[src/wbuf_pkg.sv]
package wbuf_pkg;

  // Element format is fixed
  localparam int unsigned ELEM_W = 16;

  // Defaults for the top level parameters
  localparam int unsigned DEF_DW     = 64;  // Four elements per input word
  localparam int unsigned DEF_HEIGHT = 4;   // PE rows
  localparam int unsigned DEF_NREGS  = 1;   // Pipeline registers per PE
  localparam int unsigned DEF_GIDX_W = 3;   // Group index bits

  // One weight or scale element
  typedef logic [ELEM_W-1:0] elem_t;

  // Programmed row width and row count
  typedef logic [7:0] dim_t;

  // Control from the engine sequencer
  typedef struct packed {
    logic load;     // Row present on w_buffer_i
    logic shift;    // Advance read position
    logic dequant;  // Scale vectors tagged by group
    dim_t width;    // Valid elements per row
    dim_t height;   // Valid rows
  } wbuf_ctrl_t;

  // Status back to the sequencer
  typedef struct packed {
    logic w_ready;  // Offered row is written this cycle
  } wbuf_flags_t;

endpackage

[src/wbuf_ctrl.sv]
`timescale 1ns/1ps

module wbuf_ctrl #(
  parameter  int unsigned DW     = wbuf_pkg::DEF_DW,
  parameter  int unsigned Height = wbuf_pkg::DEF_HEIGHT,
  parameter  int unsigned NRegs  = wbuf_pkg::DEF_NREGS,
  localparam int unsigned D      = DW / wbuf_pkg::ELEM_W,
  localparam int unsigned E      = NRegs + 1,
  localparam int unsigned C      = D / E,
  localparam int unsigned RowW   = (Height > 1) ? $clog2(Height) : 1,
  localparam int unsigned ElW    = (E > 1) ? $clog2(E) : 1,
  localparam int unsigned ColW   = (C > 1) ? $clog2(C) : 1
) (
  input  logic                          clk_i,
  input  logic                          rst_ni,
  input  logic                          clear_i,
  input  wbuf_pkg::wbuf_ctrl_t          ctrl_i,
  input  logic            [DW-1:0]      w_buffer_i,
  // From the group index cache
  input  logic                          gidx_present_i,
  input  logic            [RowW-1:0]    evict_ptr_i,
  output wbuf_pkg::wbuf_flags_t         flags_o,
  // To the storage array
  output logic                          write_en_o,
  output logic            [RowW-1:0]    write_addr_o,
  output wbuf_pkg::elem_t [D-1:0]       wdata_o,
  output logic            [ElW-1:0]     el_addr_o,
  output logic            [ColW-1:0]    col_addr_o,
  // To the group index cache
  output logic            [RowW-1:0]    w_row_o,
  output logic                          el_wrap_o
);

  import wbuf_pkg::*;

  logic [RowW-1:0] w_row_q;
  logic [ElW-1:0]  el_q, el_d;
  logic [ColW-1:0] col_q, col_d;
  logic            row_in_range;
  logic            el_wrap;

  // Rows past the programmed height are written as zeros
  assign row_in_range = int'(w_row_q) < int'(ctrl_i.height);

  for (genvar d = 0; d < D; d++) begin : gen_pad
    assign wdata_o[d] = (d < int'(ctrl_i.width) && row_in_range) ?
                        w_buffer_i[d*ELEM_W +: ELEM_W] : '0;
  end

  // A known group in dequant mode is not stored twice
  assign write_en_o      = ctrl_i.load && (!ctrl_i.dequant || !gidx_present_i);
  assign write_addr_o    = ctrl_i.dequant ? evict_ptr_i : w_row_q;
  assign flags_o.w_ready = write_en_o;

  // Row counter steps on every load, accepted or not
  always_ff @(posedge clk_i or negedge rst_ni) begin
    if (!rst_ni) begin
      w_row_q <= '0;
    end else if (clear_i) begin
      w_row_q <= '0;
    end else if (ctrl_i.load) begin
      if (w_row_q == RowW'(Height - 1)) begin
        w_row_q <= '0;
      end else begin
        w_row_q <= w_row_q + 1'b1;
      end
    end
  end

  // Element within a pass, then column once a pass is done
  assign el_wrap = (el_q == ElW'(NRegs));
  assign el_d    = el_wrap ? '0 : el_q + 1'b1;

  always_comb begin
    col_d = col_q;
    if (el_wrap) begin
      col_d = (col_q == ColW'(C - 1)) ? '0 : col_q + 1'b1;
    end
  end

  always_ff @(posedge clk_i or negedge rst_ni) begin
    if (!rst_ni) begin
      el_q  <= '0;
      col_q <= '0;
    end else if (clear_i) begin
      el_q  <= '0;
      col_q <= '0;
    end else if (ctrl_i.shift) begin
      el_q  <= el_d;
      col_q <= col_d;
    end
  end

  assign el_addr_o  = el_q;
  assign col_addr_o = col_q;
  assign w_row_o    = w_row_q;
  assign el_wrap_o  = el_wrap;  // Qualified with shift in the cache

endmodule

[config.mk]
export PLATFORM = sky130hd
export DESIGN_NAME = wbuf_ctrl
export DESIGN_NICKNAME = d
export VERILOG_FILES = /design/src/wbuf_pkg.sv /design/src/wbuf_ctrl.sv
export SDC_FILE = /design/constraint.sdc
export NUM_CORES = 1
export LEC_CHECK = 0
export ABC_CLOCK_PERIOD_IN_PS = 1900
export BUFFER_PORTS_ARGS = -buffer_cell sky130_fd_sc_hd__buf_2
export CAP_MARGIN = 15
export CORE_MARGIN = 4
export CORE_UTILIZATION = 30
export DETAILED_ROUTE_END_ITERATION = 6
export GPL_TIMING_DRIVEN = 0
export PLACE_DENSITY_LB_ADDON = 0.08
export SETUP_SLACK_MARGIN = 0.15
export SYNTH_ARGS = -nofsm -noshare
export SYNTH_HDL_FRONTEND = slang
export SYNTH_SLANG_ARGS = --single-unit
[constraint.sdc]
create_clock -name clk_i -period 1.9 [get_ports clk_i]
set_clock_uncertainty 0.15 [all_clocks]
set_input_delay 0.19 -clock clk_i [delete_from_list [all_inputs] [get_ports clk_i]]
set_output_delay 0.19 -clock clk_i [all_outputs]
set_load 0.005 [all_outputs]
==> key figures <==
Worst setup path
  – Worst-path maximum fanout: 10
  – RR Startpoint: w_row_o[1]
  – Crit-path cells: ha_1 -> a21o_1 -> buf_8 -> clkbuf_8 -> a21oi_1 -> buf_2
  – Setup crit end kind: output pin
  – Slowest Stage Delay on Critical Path: 0.38 ns
  – Critical path class: register to output pin
  – Critical path required time: 1.56 ns
  – CP max stage cell: dfrtp_1
  – Crit path launch: w_row_o[1]
  – Startpoint types: register
  – Critical Path AT: 1.64 ns

Power and ir drop
  – Power per Cell Area: 351 mW/mm^2
  – VDD IR max: 0.180 mV
  – Leakage power: 1.13 nW

Global routing
  – Largest net degree at the start of global routing: 11
  – First-pass GRT wire length: 7.39 mm
  – Initial antenna violation count: 0
  – Vias in the first global route: 1756
  – GRT Total Usage: 19.7%
  – Total gr overflow: 0

Routing
  – Vias: 1993
  – Via-to-Cell Ratio: 4.99
  – Number of DRC markers in iteration 0: 63
  – WL/cell: 13.6 um
  – Final ANT Viol Nets: 0
  – Total wire length: 5.42 mm
  – DRC viols: 0
  – Initial DRT Pass Iterations: 4

Timing
  – RSZ-0062 raised after global routing: yes
  – Setup_tns: -3.27 ns
  – Max-slew violations: 0
  – Worst slew pin tran: 0.460 ns
  – Final Hold Slack: 0.0261 ns
  – Final count of hold timing violations: 0
  – Max Freq: 504 MHz
  – Relative slew slack: 69.3%
  – Worst setup margin: -0.0850 ns
  – Final setup viols: 60
  – Fin crit period: 1.98 ns
  – Tcrit/Tclk final: 104%

Status
  – Status: finished, violations left
  – Violated checks: setup timing

Synth
  – Most used flip-flop cell after synthesis: dfrtp_1
  – Synth cell types: 27
  – Syn Area/Cell: 6.03 sq um
  – Post-synthesis cell count: 185
  – Seq/Total Area, Yosys: 8.98%
  – EDFF count, synth: 0
  – Mapped Area: 0.00111 sq mm
  – Ys Warns: 0
  – Syn Nets: 276
  – Fraction of registers with async set/reset: 100%
  – #FFs+latches synth: 4

Floorplanning
  – Cell Rows: 21
  – IO Pins: 162
  – Initial Util: 32.1%
  – Die height: 69.0 um
  – Die Span X: 69.0 um
  – Core box area: 0.00347 sq mm
  – Die ar.: 0.00476 sq mm

Hold path
  – Worst min-delay path class: input port to register
  – Hold path start: clear_i

Clock tree
  – CTS Buf Count: 3
  – H-tree Lvls: 1
  – Root buffer cell: clkbuf_8
  – CTS tree: yes
  – Skew-Pair Late Insertion Delay: 0.22 ns
  – CTS Sinks: 4
  – Clock transition at path regs: 0.03 ns
  – Clock Tree Buf Depth: 2

Place
  – Detail Placement HPWL: 4.09 mm
  – I/O Buffers: 161
  – Gpl congestion: 0.781

Cells and area
  – Commonest non-fill, non-tap cell in the layout: buf_2
  – Share of cells above drive strength 1: 66.3%
  – Ant diodes: 0
  – Most frequent cells in the layout: 167 x buf_2, 40 x o21ai_1, 37 x a21oi_2
  – Layout net count: 446
  – Area Overhead vs Synth: 105%

Run
  – Maximum Capacitance Violations: 0
## cell type report
type                    instances  area (sq um)
fillers                       344          1180
multi-input cells             152           980
repair buffers                165           851
plain buffers                  28           250
flip-flops and latches          4           100
well taps                      46          57.6
clock buffers                   3          41.3
inverters                       1          3.75
## state kept, by name, indices dropped and copies added, names as in the netlist
| signal | flops |
|---|---|
| col_addr_o | 1 |
| el_addr_o | 1 |
| w_row_o | 2 |
## kinds of logic after synthesis
family / share of synthesized area [%]
AO/OA/AOI/OAI: 61.3
buffers and inverters: 14.6
AND/OR/NAND/NOR: 7.52
multiplexers: 3.82
flip-flops: 8.98
XOR/XNOR: 1.57
adder cells (fa/ha/maj): 2.24
## worst max-delay path: cells and delay by family, from the launching register on
kind | cells | cell delay [ns]
compound gates | 2 | 0.32
fa+ha+maj | 1 | 0.28
flops | 1 | 0.38
buf+inv | 3 | 0.45
## metrics by stage
stage | area [sq um] | std cells | setup WS, ns | power [W] | utilization (%)
after global routing | 2280 | 399 | -0.129 | 0.000861 | 65.8
final | 2280 | 399 | -0.0850 | 0.000800 | 65.8
after global placement | 1980 | 392 | -0.267 | 0.000505 | 57.1
after CTS | 2160 | 398 | -0.0826 | 0.000753 | 62.2
after floorplan | 1120 | 185 | 0.109 | 0.000296 | -
after detailed placement | 1980 | 392 | -0.246 | 0.000506 | 57.1
## layer usage
| metal | share of wire [%] | wire length, um | global-route usage [%] |
|---|---|---|---|
| met5 | 0 | 0 | 0 |
| met4 | 1.4 | 76 | 4.14 |
| met3 | 9.9 | 536 | 4.05 |
| met2 | 51 | 2770 | 39.0 |
| met1 | 38 | 2040 | 20.9 |
## where the power goes
part           leakage [nW]  internal [W]  switching [W]  total [W]
Combinational          1.06      0.000263       0.000258   0.000521
Sequential           0.0529     0.0000934     0.00000771   0.000101
Clock                0.0216      0.000135      0.0000433   0.000178
Total                  1.13      0.000491       0.000309   0.000800
## cell usage after synthesis, types with 4 or more instances
cell      instances  area share, %
nor2_1            5            1.7
clkbuf_1         18            6.1
a21oi_2           5            3.9
dfrtp_1           4            9.0
a21oi_1          59             26
o21ai_0          62             28
buf_6             6            6.1
## worst paths after layout
path,endpoint,slack [ns],cells past startpoint
max,wdata_o[10],-0.08,6
min,el_addr_o,0.03,2
max reg2reg,w_row_o[1],0.53,5
min reg2reg,col_addr_o,0.38,2
max in group asynchronous,w_row_o[1],1.32,2
min in group asynchronous,col_addr_o,0.16,2
## repair_timing
| action | 4_1_cts | 5_1_grt |
|---|---|---|
| endpoints found under the setup margin | 64 | 64 |
| hold buffers | 1 | 0 |
| pin swaps | 2 | 0 |
| endpoints found under the hold margin | 4 | 0 |
| buffers inserted | 2 | 1 |
| resized for setup | 31 | 86 |
Note: power is estimated with default switching activity, not from simulation.
