===== src/wbuf_pkg.sv =====
package wbuf_pkg;

  // Element format is fixed
  localparam int unsigned ELEM_W = 16;

  // Defaults for the top level parameters
  localparam int unsigned DEF_DW     = 64;  // Four elements per input word
  localparam int unsigned DEF_HEIGHT = 4;   // PE rows
  localparam int unsigned DEF_NREGS  = 1;   // Pipeline registers per PE
  localparam int unsigned DEF_GIDX_W = 3;   // Group index bits

  // One weight or scale element
  typedef logic [ELEM_W-1:0] elem_t;

  // Programmed row width and row count
  typedef logic [7:0] dim_t;

  // Control from the engine sequencer
  typedef struct packed {
    logic load;     // Row present on w_buffer_i
    logic shift;    // Advance read position
    logic dequant;  // Scale vectors tagged by group
    dim_t width;    // Valid elements per row
    dim_t height;   // Valid rows
  } wbuf_ctrl_t;

  // Status back to the sequencer
  typedef struct packed {
    logic w_ready;  // Offered row is written this cycle
  } wbuf_flags_t;

endpackage


===== src/wbuf_gidx_cache.sv =====
`timescale 1ns/1ps

module wbuf_gidx_cache #(
  parameter  int unsigned DW     = wbuf_pkg::DEF_DW,
  parameter  int unsigned Height = wbuf_pkg::DEF_HEIGHT,
  parameter  int unsigned NRegs  = wbuf_pkg::DEF_NREGS,
  parameter  int unsigned GidxW  = wbuf_pkg::DEF_GIDX_W,
  localparam int unsigned RowW   = (Height > 1) ? $clog2(Height) : 1
) (
  input  logic                          clk_i,
  input  logic                          rst_ni,
  input  logic                          clear_i,
  input  logic                          load_i,
  input  logic                          shift_i,
  input  logic                          dequant_i,
  input  logic                          el_wrap_i,    // Last element of a pass
  input  logic              [RowW-1:0]  w_row_i,      // PE row being loaded
  input  logic              [GidxW-1:0] gidx_i,
  output logic                          gidx_present_o,
  output logic              [RowW-1:0]  evict_ptr_o,
  output logic [Height-1:0] [RowW-1:0]  row_addr_o
);

  import wbuf_pkg::*;

  localparam int unsigned D    = DW / ELEM_W;
  localparam int unsigned E    = NRegs + 1;
  localparam int unsigned C    = D / E;
  localparam int unsigned CntW = (C > 1) ? $clog2(C) : 1;

  // Read tags per PE row, write tags per storage row
  logic [Height-1:0][GidxW-1:0] r_tag_q, w_tag_q;
  logic [Height-1:0]            r_vld_q, w_vld_q;
  logic [Height-1:0][CntW-1:0]  usage_q;

  logic dq_load;
  logic dq_alloc;
  logic [Height-1:0] tag_hit;

  assign dq_load  = load_i && dequant_i;
  assign dq_alloc = dq_load && !gidx_present_o;  // New group takes a storage row

  // Group lookup against stored rows
  for (genvar h = 0; h < Height; h++) begin : gen_hit
    assign tag_hit[h] = w_vld_q[h] && (w_tag_q[h] == gidx_i);
  end
  assign gidx_present_o = |tag_hit;

  for (genvar h = 0; h < Height; h++) begin : gen_tags
    // Tag of the group each PE row consumes
    always_ff @(posedge clk_i or negedge rst_ni) begin
      if (!rst_ni) begin
        r_tag_q[h] <= '0;
        r_vld_q[h] <= 1'b0;
      end else if (clear_i) begin
        r_tag_q[h] <= '0;
        r_vld_q[h] <= 1'b0;
      end else if (dq_load && w_row_i == RowW'(h)) begin
        r_tag_q[h] <= gidx_i;
        r_vld_q[h] <= 1'b1;
      end
    end

    // Tag of the group held in each storage row
    always_ff @(posedge clk_i or negedge rst_ni) begin
      if (!rst_ni) begin
        w_tag_q[h] <= '0;
        w_vld_q[h] <= 1'b0;
      end else if (clear_i) begin
        w_tag_q[h] <= '0;
        w_vld_q[h] <= 1'b0;
      end else if (dq_alloc && evict_ptr_o == RowW'(h)) begin
        w_tag_q[h] <= gidx_i;
        w_vld_q[h] <= 1'b1;
      end
    end

    // Remaining passes before the row may be replaced
    always_ff @(posedge clk_i or negedge rst_ni) begin
      if (!rst_ni) begin
        usage_q[h] <= '0;
      end else if (clear_i) begin
        usage_q[h] <= '0;
      end else if (dq_alloc && evict_ptr_o == RowW'(h)) begin
        usage_q[h] <= CntW'(C - 1);
      end else if (shift_i && el_wrap_i && usage_q[h] != '0) begin
        usage_q[h] <= usage_q[h] - 1'b1;
      end
    end
  end

  // Lowest exhausted row, scanned from the top so the lowest wins
  always_comb begin
    evict_ptr_o = '0;
    for (int h = Height - 1; h >= 0; h--) begin
      if (usage_q[h] == '0) begin
        evict_ptr_o = RowW'(h);
      end
    end
  end

  // Lane to storage row mapping
  always_comb begin
    for (int h = 0; h < Height; h++) begin
      row_addr_o[h] = RowW'(h);  // Identity in plain mode or on a miss
      if (dequant_i) begin
        for (int hh = Height - 1; hh >= 0; hh--) begin
          if (r_vld_q[h] && w_vld_q[hh] && r_tag_q[h] == w_tag_q[hh]) begin
            row_addr_o[h] = RowW'(hh);
          end
        end
      end
    end
  end

endmodule


===== config.mk =====
export PLATFORM = sky130hd
export DESIGN_NAME = wbuf_gidx_cache
export DESIGN_NICKNAME = d
export VERILOG_FILES = /design/src/wbuf_pkg.sv /design/src/wbuf_gidx_cache.sv
export SDC_FILE = /design/constraint.sdc
export NUM_CORES = 1
export LEC_CHECK = 0
export BUFFER_PORTS_ARGS = -buffer_cell sky130_fd_sc_hd__buf_2
export CORE_ASPECT_RATIO = 0.7
export CORE_UTILIZATION = 40
export DETAILED_ROUTE_END_ITERATION = 10
export SETUP_SLACK_MARGIN = 0.2
export SLEW_MARGIN = 5
export SYNTH_ARGS = -nofsm -noshare
export SYNTH_HDL_FRONTEND = slang
export SYNTH_SLANG_ARGS = --single-unit

===== constraint.sdc =====
create_clock -name clk_i -period 3.2 [get_ports clk_i]
set_input_delay 0.64 -clock clk_i [delete_from_list [all_inputs] [get_ports clk_i]]
set_output_delay 0.64 -clock clk_i [all_outputs]
set_load 0.05 [all_outputs]

==> results of run 1 <==
==> path summary, 6_finish.rpt <==
path                            start              to  slack (ps)  depth (start not counted)
max                        w_tag_q[5]  gidx_present_o         640                          5
min                            rst_ni      r_tag_q[5]         450                          1
max reg2reg                w_tag_q[7]     w_tag_q[11]        1190                          6
min reg2reg                r_vld_q[3]      r_vld_q[3]         560                          2
max in group asynchronous      rst_ni      usage_q[1]        2220                          1
min in group clk_i         r_vld_q[3]      r_vld_q[3]         560                          2
==> cell type report <==
class | count | share of cell area
clock buffers | 7 | 0.0366
inverters | 5 | 0.00713
multi-input cells | 192 | 0.531
flip-flops and latches | 36 | 0.342
well taps | 75 | 0.0356
repair buffers | 24 | 0.0475
==> power breakdown <==
part | internal (W) | switching (W)
Combinational | 0.0000404 | 0.0000606
Clock | 0.000192 | 0.000155
Sequential | 0.000465 | 0.0000224
Total | 0.000697 | 0.000238
==> registers in the layout, summed over array words and instances (netlist names) <==
name / flops
r_tag_q: 12
w_vld_q: 4
w_tag_q: 12
r_vld_q: 4
usage_q: 4
==> critical path, cell delays in order, from the launching register on <==
cell and delay (ps):
dfrtp_1 510, xor2_1 210, o41ai_2 330, buf_4 200
or2_2 120, buf_2 250
==> per-stage QoR <==
step	worst slack, ps	hold WS, ps	total power [W]	area (sq um)
2_1_floorplan	422	344	0.000566	2490
3_3_place_gp	635	547	0.000596	2540
3_5_place_dp	653	554	0.000598	2540
4_1_cts	627	485	0.000946	2630
5_1_grt	526	518	0.000978	2630
6_report	639	447	0.000934	2630
==> cells in the mapped netlist, drive strengths merged, types with 3 or more instances <==
cell type	count
a21oi	13
buf	19
clkbuf	9
dfrtp	36
inv	5
mux2i	21
nand2	10
nand2b	16
nand3	15
nand4	6
nor2	15
nor3	12
o21ai	4
o21ba	4
o41ai	3
xnor2	22
xor2	35
==> cells by family (layout without fill, tap and decap cells) <==
logic type | after synthesis | count (layout)
simple gates | 87 | 87
xor+xnor | 57 | 57
flops | 36 | 36
buf+inv | 33 | 36
compound gates | 27 | 27
mux | 21 | 21
==> metal layers <==
layer / part of all wire / GRT usage / vias to the layer above
met2: 0.41 / 0.277 / 49
met5: 0 / 0 / -
li1: - / - / 869
met3: 0.060 / 0.0344 / 12
met1: 0.51 / 0.291 / 874
met4: 0.021 / 0.0765 / 0
==> flow_summary.json, run 1 <==
{
  "drc": 0,
  "drt_pre_antenna_iters": 4,
  "gp_routability_congestion": 0.838,
  "final_instance_count_excl_fillers": 339,
  "synth_top_family_by_area": "XOR/XNOR gates",
  "netlist.top_cell.by_area": "dfrtp_1",
  "postSynthCellCount": 261,
  "core_area_sq_um": 5840,
  "clock_tree.buffer_depth": 2,
  "synth.distinct_cells": 34,
  "antenna_violating_nets_post_route": 0,
  "path_max_fanout": 6,
  "grt_util_all_layers": 0.195,
  "synth-simple-area-share": 0.190,
  "tritoncts": "yes",
  "overall_routed_net_length_mm": 5.70,
  "die_height_um": 67.9,
  "grt_start_max_net_pins": 40,
  "synth_compound_gate_area_share": 0.0846,
  "cts-buffers-inserted": 5,
  "cts_hold_buffers": 0,
  "grt_remaining_overflow": 0,
  "post-cts-setup-buffers": 0,
  "dominantRegCellSynth": "dfrtp_1",
  "synth_fa_ha_area_frac": 0,
  "final.setup.tns_ps": 0,
  "run_status": "finished clean",
  "die_area_sq_um": 6540,
  "grt_pass1_vias": 1692,
  "p_per_area_nw_per_um2": 355,
  "drt-initial-drc-count": 116,
  "ffs_w_async_s_r_synth": 1.00,
  "final_common_cell": "dfrtp_1",
  "final.setup_skew_ps": 1.95,
  "grt_pass1_wl_mm": 9.16,
  "synth_sequential_area_ratio": 0.363,
  "vdd_ir_drop_max_mv": 0.192,
  "multi_input_gate_area_in_the_final_layout_sq_um": 1400,
  "finish.utilization": 0.451,
  "cts_sinks": 36,
  "portBuffers": 22,
  "syn2layout_area_growth_pct": 5.99,
  "synth.ff_latch_count": 36,
  "filler_cell_count": 550,
  "max_cap_violations": 0,
  "ioPinCount": 23,
  "final.min_clock_period_ps": 2560,
  "synth_edf_count": 0,
  "drv_slew": 0,
  "place.detailed.hpwl_mm": 4.13,
  "relSlewSlack": 0.440,
  "num_rows": 23,
  "cp_data_arrival_time_ps": 1920,
  "antenna-diode-count": 0,
  "routed_wire_length_per_instance_um": 16.8,
  "data_required_time_at_the_worst_endpoint_ps": 2560,
  "finalNetCount": 276,
  "worst_setup_path_type": "flip-flop to primary output",
  "clk_latency_ps": 290,
  "ys_warn_count": 0,
  "via_per_inst": 5.32,
  "synth.avg_cell_area_sq_um": 9.52,
  "worstSetupEndpointType": "primary output",
  "fmaxAchievable_mhz": 391,
  "min_path_type": "primary input to asynchronous set/reset pin",
  "dp_cells": 332,
  "synth_mux_area_frac": 0.0846,
  "clock_tree.htree_level_count": 2,
  "initial_utilization": 0.425,
  "seqCellArea_sq_um": 901,
  "worst-slew-pin-transition_ps": 840,
  "post_synth_main_area_contributors": "dfrtp_1, xor2_1, mux2i_1",
  "synth_top_cell_area_share": 0.363,
  "detailroute.via_count": 1804,
  "post_synth_instance_area_sq_um": 2480,
  "post_synth_net_total": 273,
  "drive_gt1_frac": 0.155,
  "p_leak_nw": 1.28,
  "final_hold_vio_count": 0,
  "critical_path.startpoint_type": "flip-flop",
  "floorplan_die_width_um": 96.2,
  "rsz0062_at_grt": "false",
  "antenna_violations_before_repair": 0,
  "final_period_utilization": 0.800,
  "timing.final.setup_violations": 0,
  "final_cell_mix": "dfrtp_1, xor2_1, xnor2_1, buf_2, mux2i_1",
  "cts_resized": 0,
  "clk_pin_slew_ps": 70,
  "buffer_type_at_the_clock_tree_root": "clkbuf_8",
  "synth-xor-area-share": 0.201
}
(Power assumes the default switching activity.)
==> inputs of run 2 (changes only) <==
ABC_AREA = 1   (was default)
clock period = 2.15 ns   (was 3.2 ns; I/O delays follow)
==> flow_summary.json, run 2 <==
{
  "run_status": "finished clean",
  "drive_gt1_frac": 0.306,
  "timing.final.setup_violations": 0,
  "netlist.top_cell.by_area": "dfrtp_1",
  "rsz0062_at_grt": "true",
  "grt_util_all_layers": 0.270,
  "synth.avg_cell_area_sq_um": 6.86,
  "cts_hold_buffers": 0,
  "clock_tree.buffer_depth": 2,
  "synth.ff_latch_count": 36,
  "worst-slew-pin-transition_ps": 472,
  "initial_utilization": 0.425,
  "cts_sinks": 36,
  "overall_routed_net_length_mm": 8.05,
  "synth_most_common_cell": "nand2_1",
  "synth_top_cell_area_share": 0.363,
  "cts-buffers-inserted": 5,
  "grt_pass1_vias": 2344,
  "finish.utilization": 0.533,
  "drv_slew": 0,
  "finalNetCount": 424,
  "data_required_time_at_the_worst_endpoint_ps": 1720,
  "filler_cell_count": 569,
  "syn2layout_area_growth_pct": 25.5,
  "floorplan_die_width_um": 96.2,
  "buffer_type_at_the_clock_tree_root": "clkbuf_8",
  "final_instance_count_excl_fillers": 487,
  "int_pwr_w": 0.00103,
  "drt-initial-drc-count": 222,
  "share_clk_of_total_power": 0.315,
  "max_cap_violations": 0,
  "antenna_violating_nets_post_route": 0,
  "antenna_violations_before_repair": 0,
  "postSynthCellCount": 362,
  "relSlewSlack": 0.684,
  "routed_wire_length_per_instance_um": 16.5,
  "grt_start_max_net_pins": 37,
  "die_area_sq_um": 6530,
  "hold_slack_ps": 172,
  "final_cell_mix": "nand2_1, buf_4, inv_1, nor2_1, a21oi_1",
  "final_period_utilization": 0.965,
  "timing.reg2reg.worst_path_depth": 11,
  "dominantRegCellSynth": "dfrtp_1",
  "multi_input_gate_area_in_the_final_layout_sq_um": 1400,
  "p_leak_nw": 1.46,
  "vdd_ir_drop_max_mv": 0.273,
  "die_height_um": 67.9,
  "clock_tree.htree_level_count": 2,
  "synth_sequential_area_ratio": 0.363,
  "path_max_fanout": 6,
  "clk_latency_ps": 290,
  "grt_pass1_wl_mm": 12.6,
  "core_area_sq_um": 5840,
  "switchingPower_w": 0.000478,
  "cp_data_arrival_time_ps": 1640,
  "synth_edf_count": 0,
  "post_synth_main_area_contributors": "dfrtp_1, nand2_1, a21oi_1",
  "ffs_w_async_s_r_synth": 1.00,
  "post_synth_instance_area_sq_um": 2480,
  "share_of_power_burned_in_registers": 0.497,
  "total_power_w": 0.00151,
  "p_per_area_nw_per_um2": 485,
  "tritoncts": "yes",
  "via_per_inst": 5.56,
  "ys_warn_count": 0,
  "ioPinCount": 23,
  "min_path_type": "primary input to asynchronous set/reset pin",
  "worstSetupEndpointType": "primary output",
  "final_common_cell": "nand2_1",
  "synth_common_cells": "nand2_1, dfrtp_1, inv_1",
  "gp_routability_congestion": 0.930,
  "detailroute.via_count": 2706,
  "final.setup_skew_ps": 6.50,
  "drc": 0,
  "final.setup.tns_ps": 0,
  "worst_setup_path_type": "flip-flop to primary output",
  "clk_pin_slew_ps": 80,
  "antenna-diode-count": 0,
  "final_hold_vio_count": 0,
  "synth.distinct_cells": 29,
  "dp_cells": 458,
  "grt_remaining_overflow": 0,
  "drt_pre_antenna_iters": 7,
  "power.share.switching": 0.316,
  "num_rows": 23,
  "largestRegisters": "r_tag_q x12, w_tag_q x12",
  "critical_path.startpoint_type": "flip-flop",
  "portBuffers": 22,
  "power_frac_comb": 0.187,
  "place.detailed.hpwl_mm": 5.76,
  "seqCellArea_sq_um": 922,
  "fmaxAchievable_mhz": 482,
  "final.min_clock_period_ps": 2070,
  "post_synth_net_total": 374
}
-- run 2: cell count changes in the layout (fill, tap and decap cells not counted), sizes merged, moves of 18 or more --
| cell | previous run | this run |
|---|---|---|
| xor2 | 35 | 4 |
| nand2 | 10 | 120 |
| inv | 5 | 42 |
| buf | 24 | 55 |
| xnor2 | 22 | 4 |
| mux2i | 21 | 0 |
-- run 2: worst paths after layout --
check	startpoint	to	slack [ps]
min in group clk_i	clear_i	w_vld_q[3]	410
setup reg to reg	w_tag_q[10]	w_tag_q[8]	450
hold / removal	rst_ni	r_tag_q[8]	170
max in group asynchronous	rst_ni	r_tag_q[0]	1610
setup / recovery	w_tag_q[2]	row_addr_o[6]	80
hold reg to reg	usage_q[2]	usage_q[2]	560
-- run 2: kinds of logic (layout without fill, tap and decap cells) --
| kind of cell | after synthesis | in the layout | share of synthesized area |
|---|---|---|---|
| XOR/XNOR | 8 | 8 | 0.0282 |
| AO/OA/AOI/OAI | 64 | 64 | 0.148 |
| multiplexers | 1 | 1 | 0.00454 |
| flip-flops | 36 | 36 | 0.363 |
| AND/OR/NAND/NOR | 197 | 197 | 0.349 |
| buffers and inverters | 56 | 106 | 0.107 |
-- run 2: critical path, stage by stage, from the launching register on --
cell     delay [ps]
dfrtp_2         490
xor2_1          180
nor4_1          200
nand4_1         160
nand2_1         100
nand2_1          60
buf_6           160
-- run 2: per-stage QoR --
step / worst slack (ps) / cell area [sq um]
global placement: 256 / 2680
detailed placement: 231 / 2680
finish: 75.9 / 3110
global route: 2.95 / 3110
CTS: 89.0 / 2990
floorplan: 265 / 2490
-- run 2: what timing repair did --
action | 4_1_cts | 5_1_grt
pin swaps | 11 | 14
cloned | 0 | 0
buffers inserted | 14 | 8
setup endpoints to repair | 9 | 9
gates resized for setup | 51 | 22
-- run 2: area by class of cell --
class,instances,area share
multi-input cells,270,0.449
clock buffers,6,0.0233
repair buffers,56,0.143
clock inverters,1,0.00161
well taps,75,0.0301
inverters,43,0.0566
flip-flops and latches,36,0.296
-- run 2: layer usage --
metal | GRT usage | up-vias | share of wire
met2 | 0.402 | 116 | 0.45
met3 | 0.0589 | 12 | 0.073
met1 | 0.392 | 1282 | 0.46
li1 | - | 1296 | -
met5 | 0 | - | 0
met4 | 0.0728 | 0 | 0.016
-- run 2: power by group through the flow --
stage	sequential [W]	combinational, W	clock [W]
6_report	0.000750	0.000283	0.000476
5_1_grt	0.000753	0.000314	0.000516
4_1_cts	0.000747	0.000268	0.000479
3_5_place_dp	0.000763	0.000238	0
3_3_place_gp	0.000762	0.000238	0
2_1_floorplan	0.000745	0.000172	0
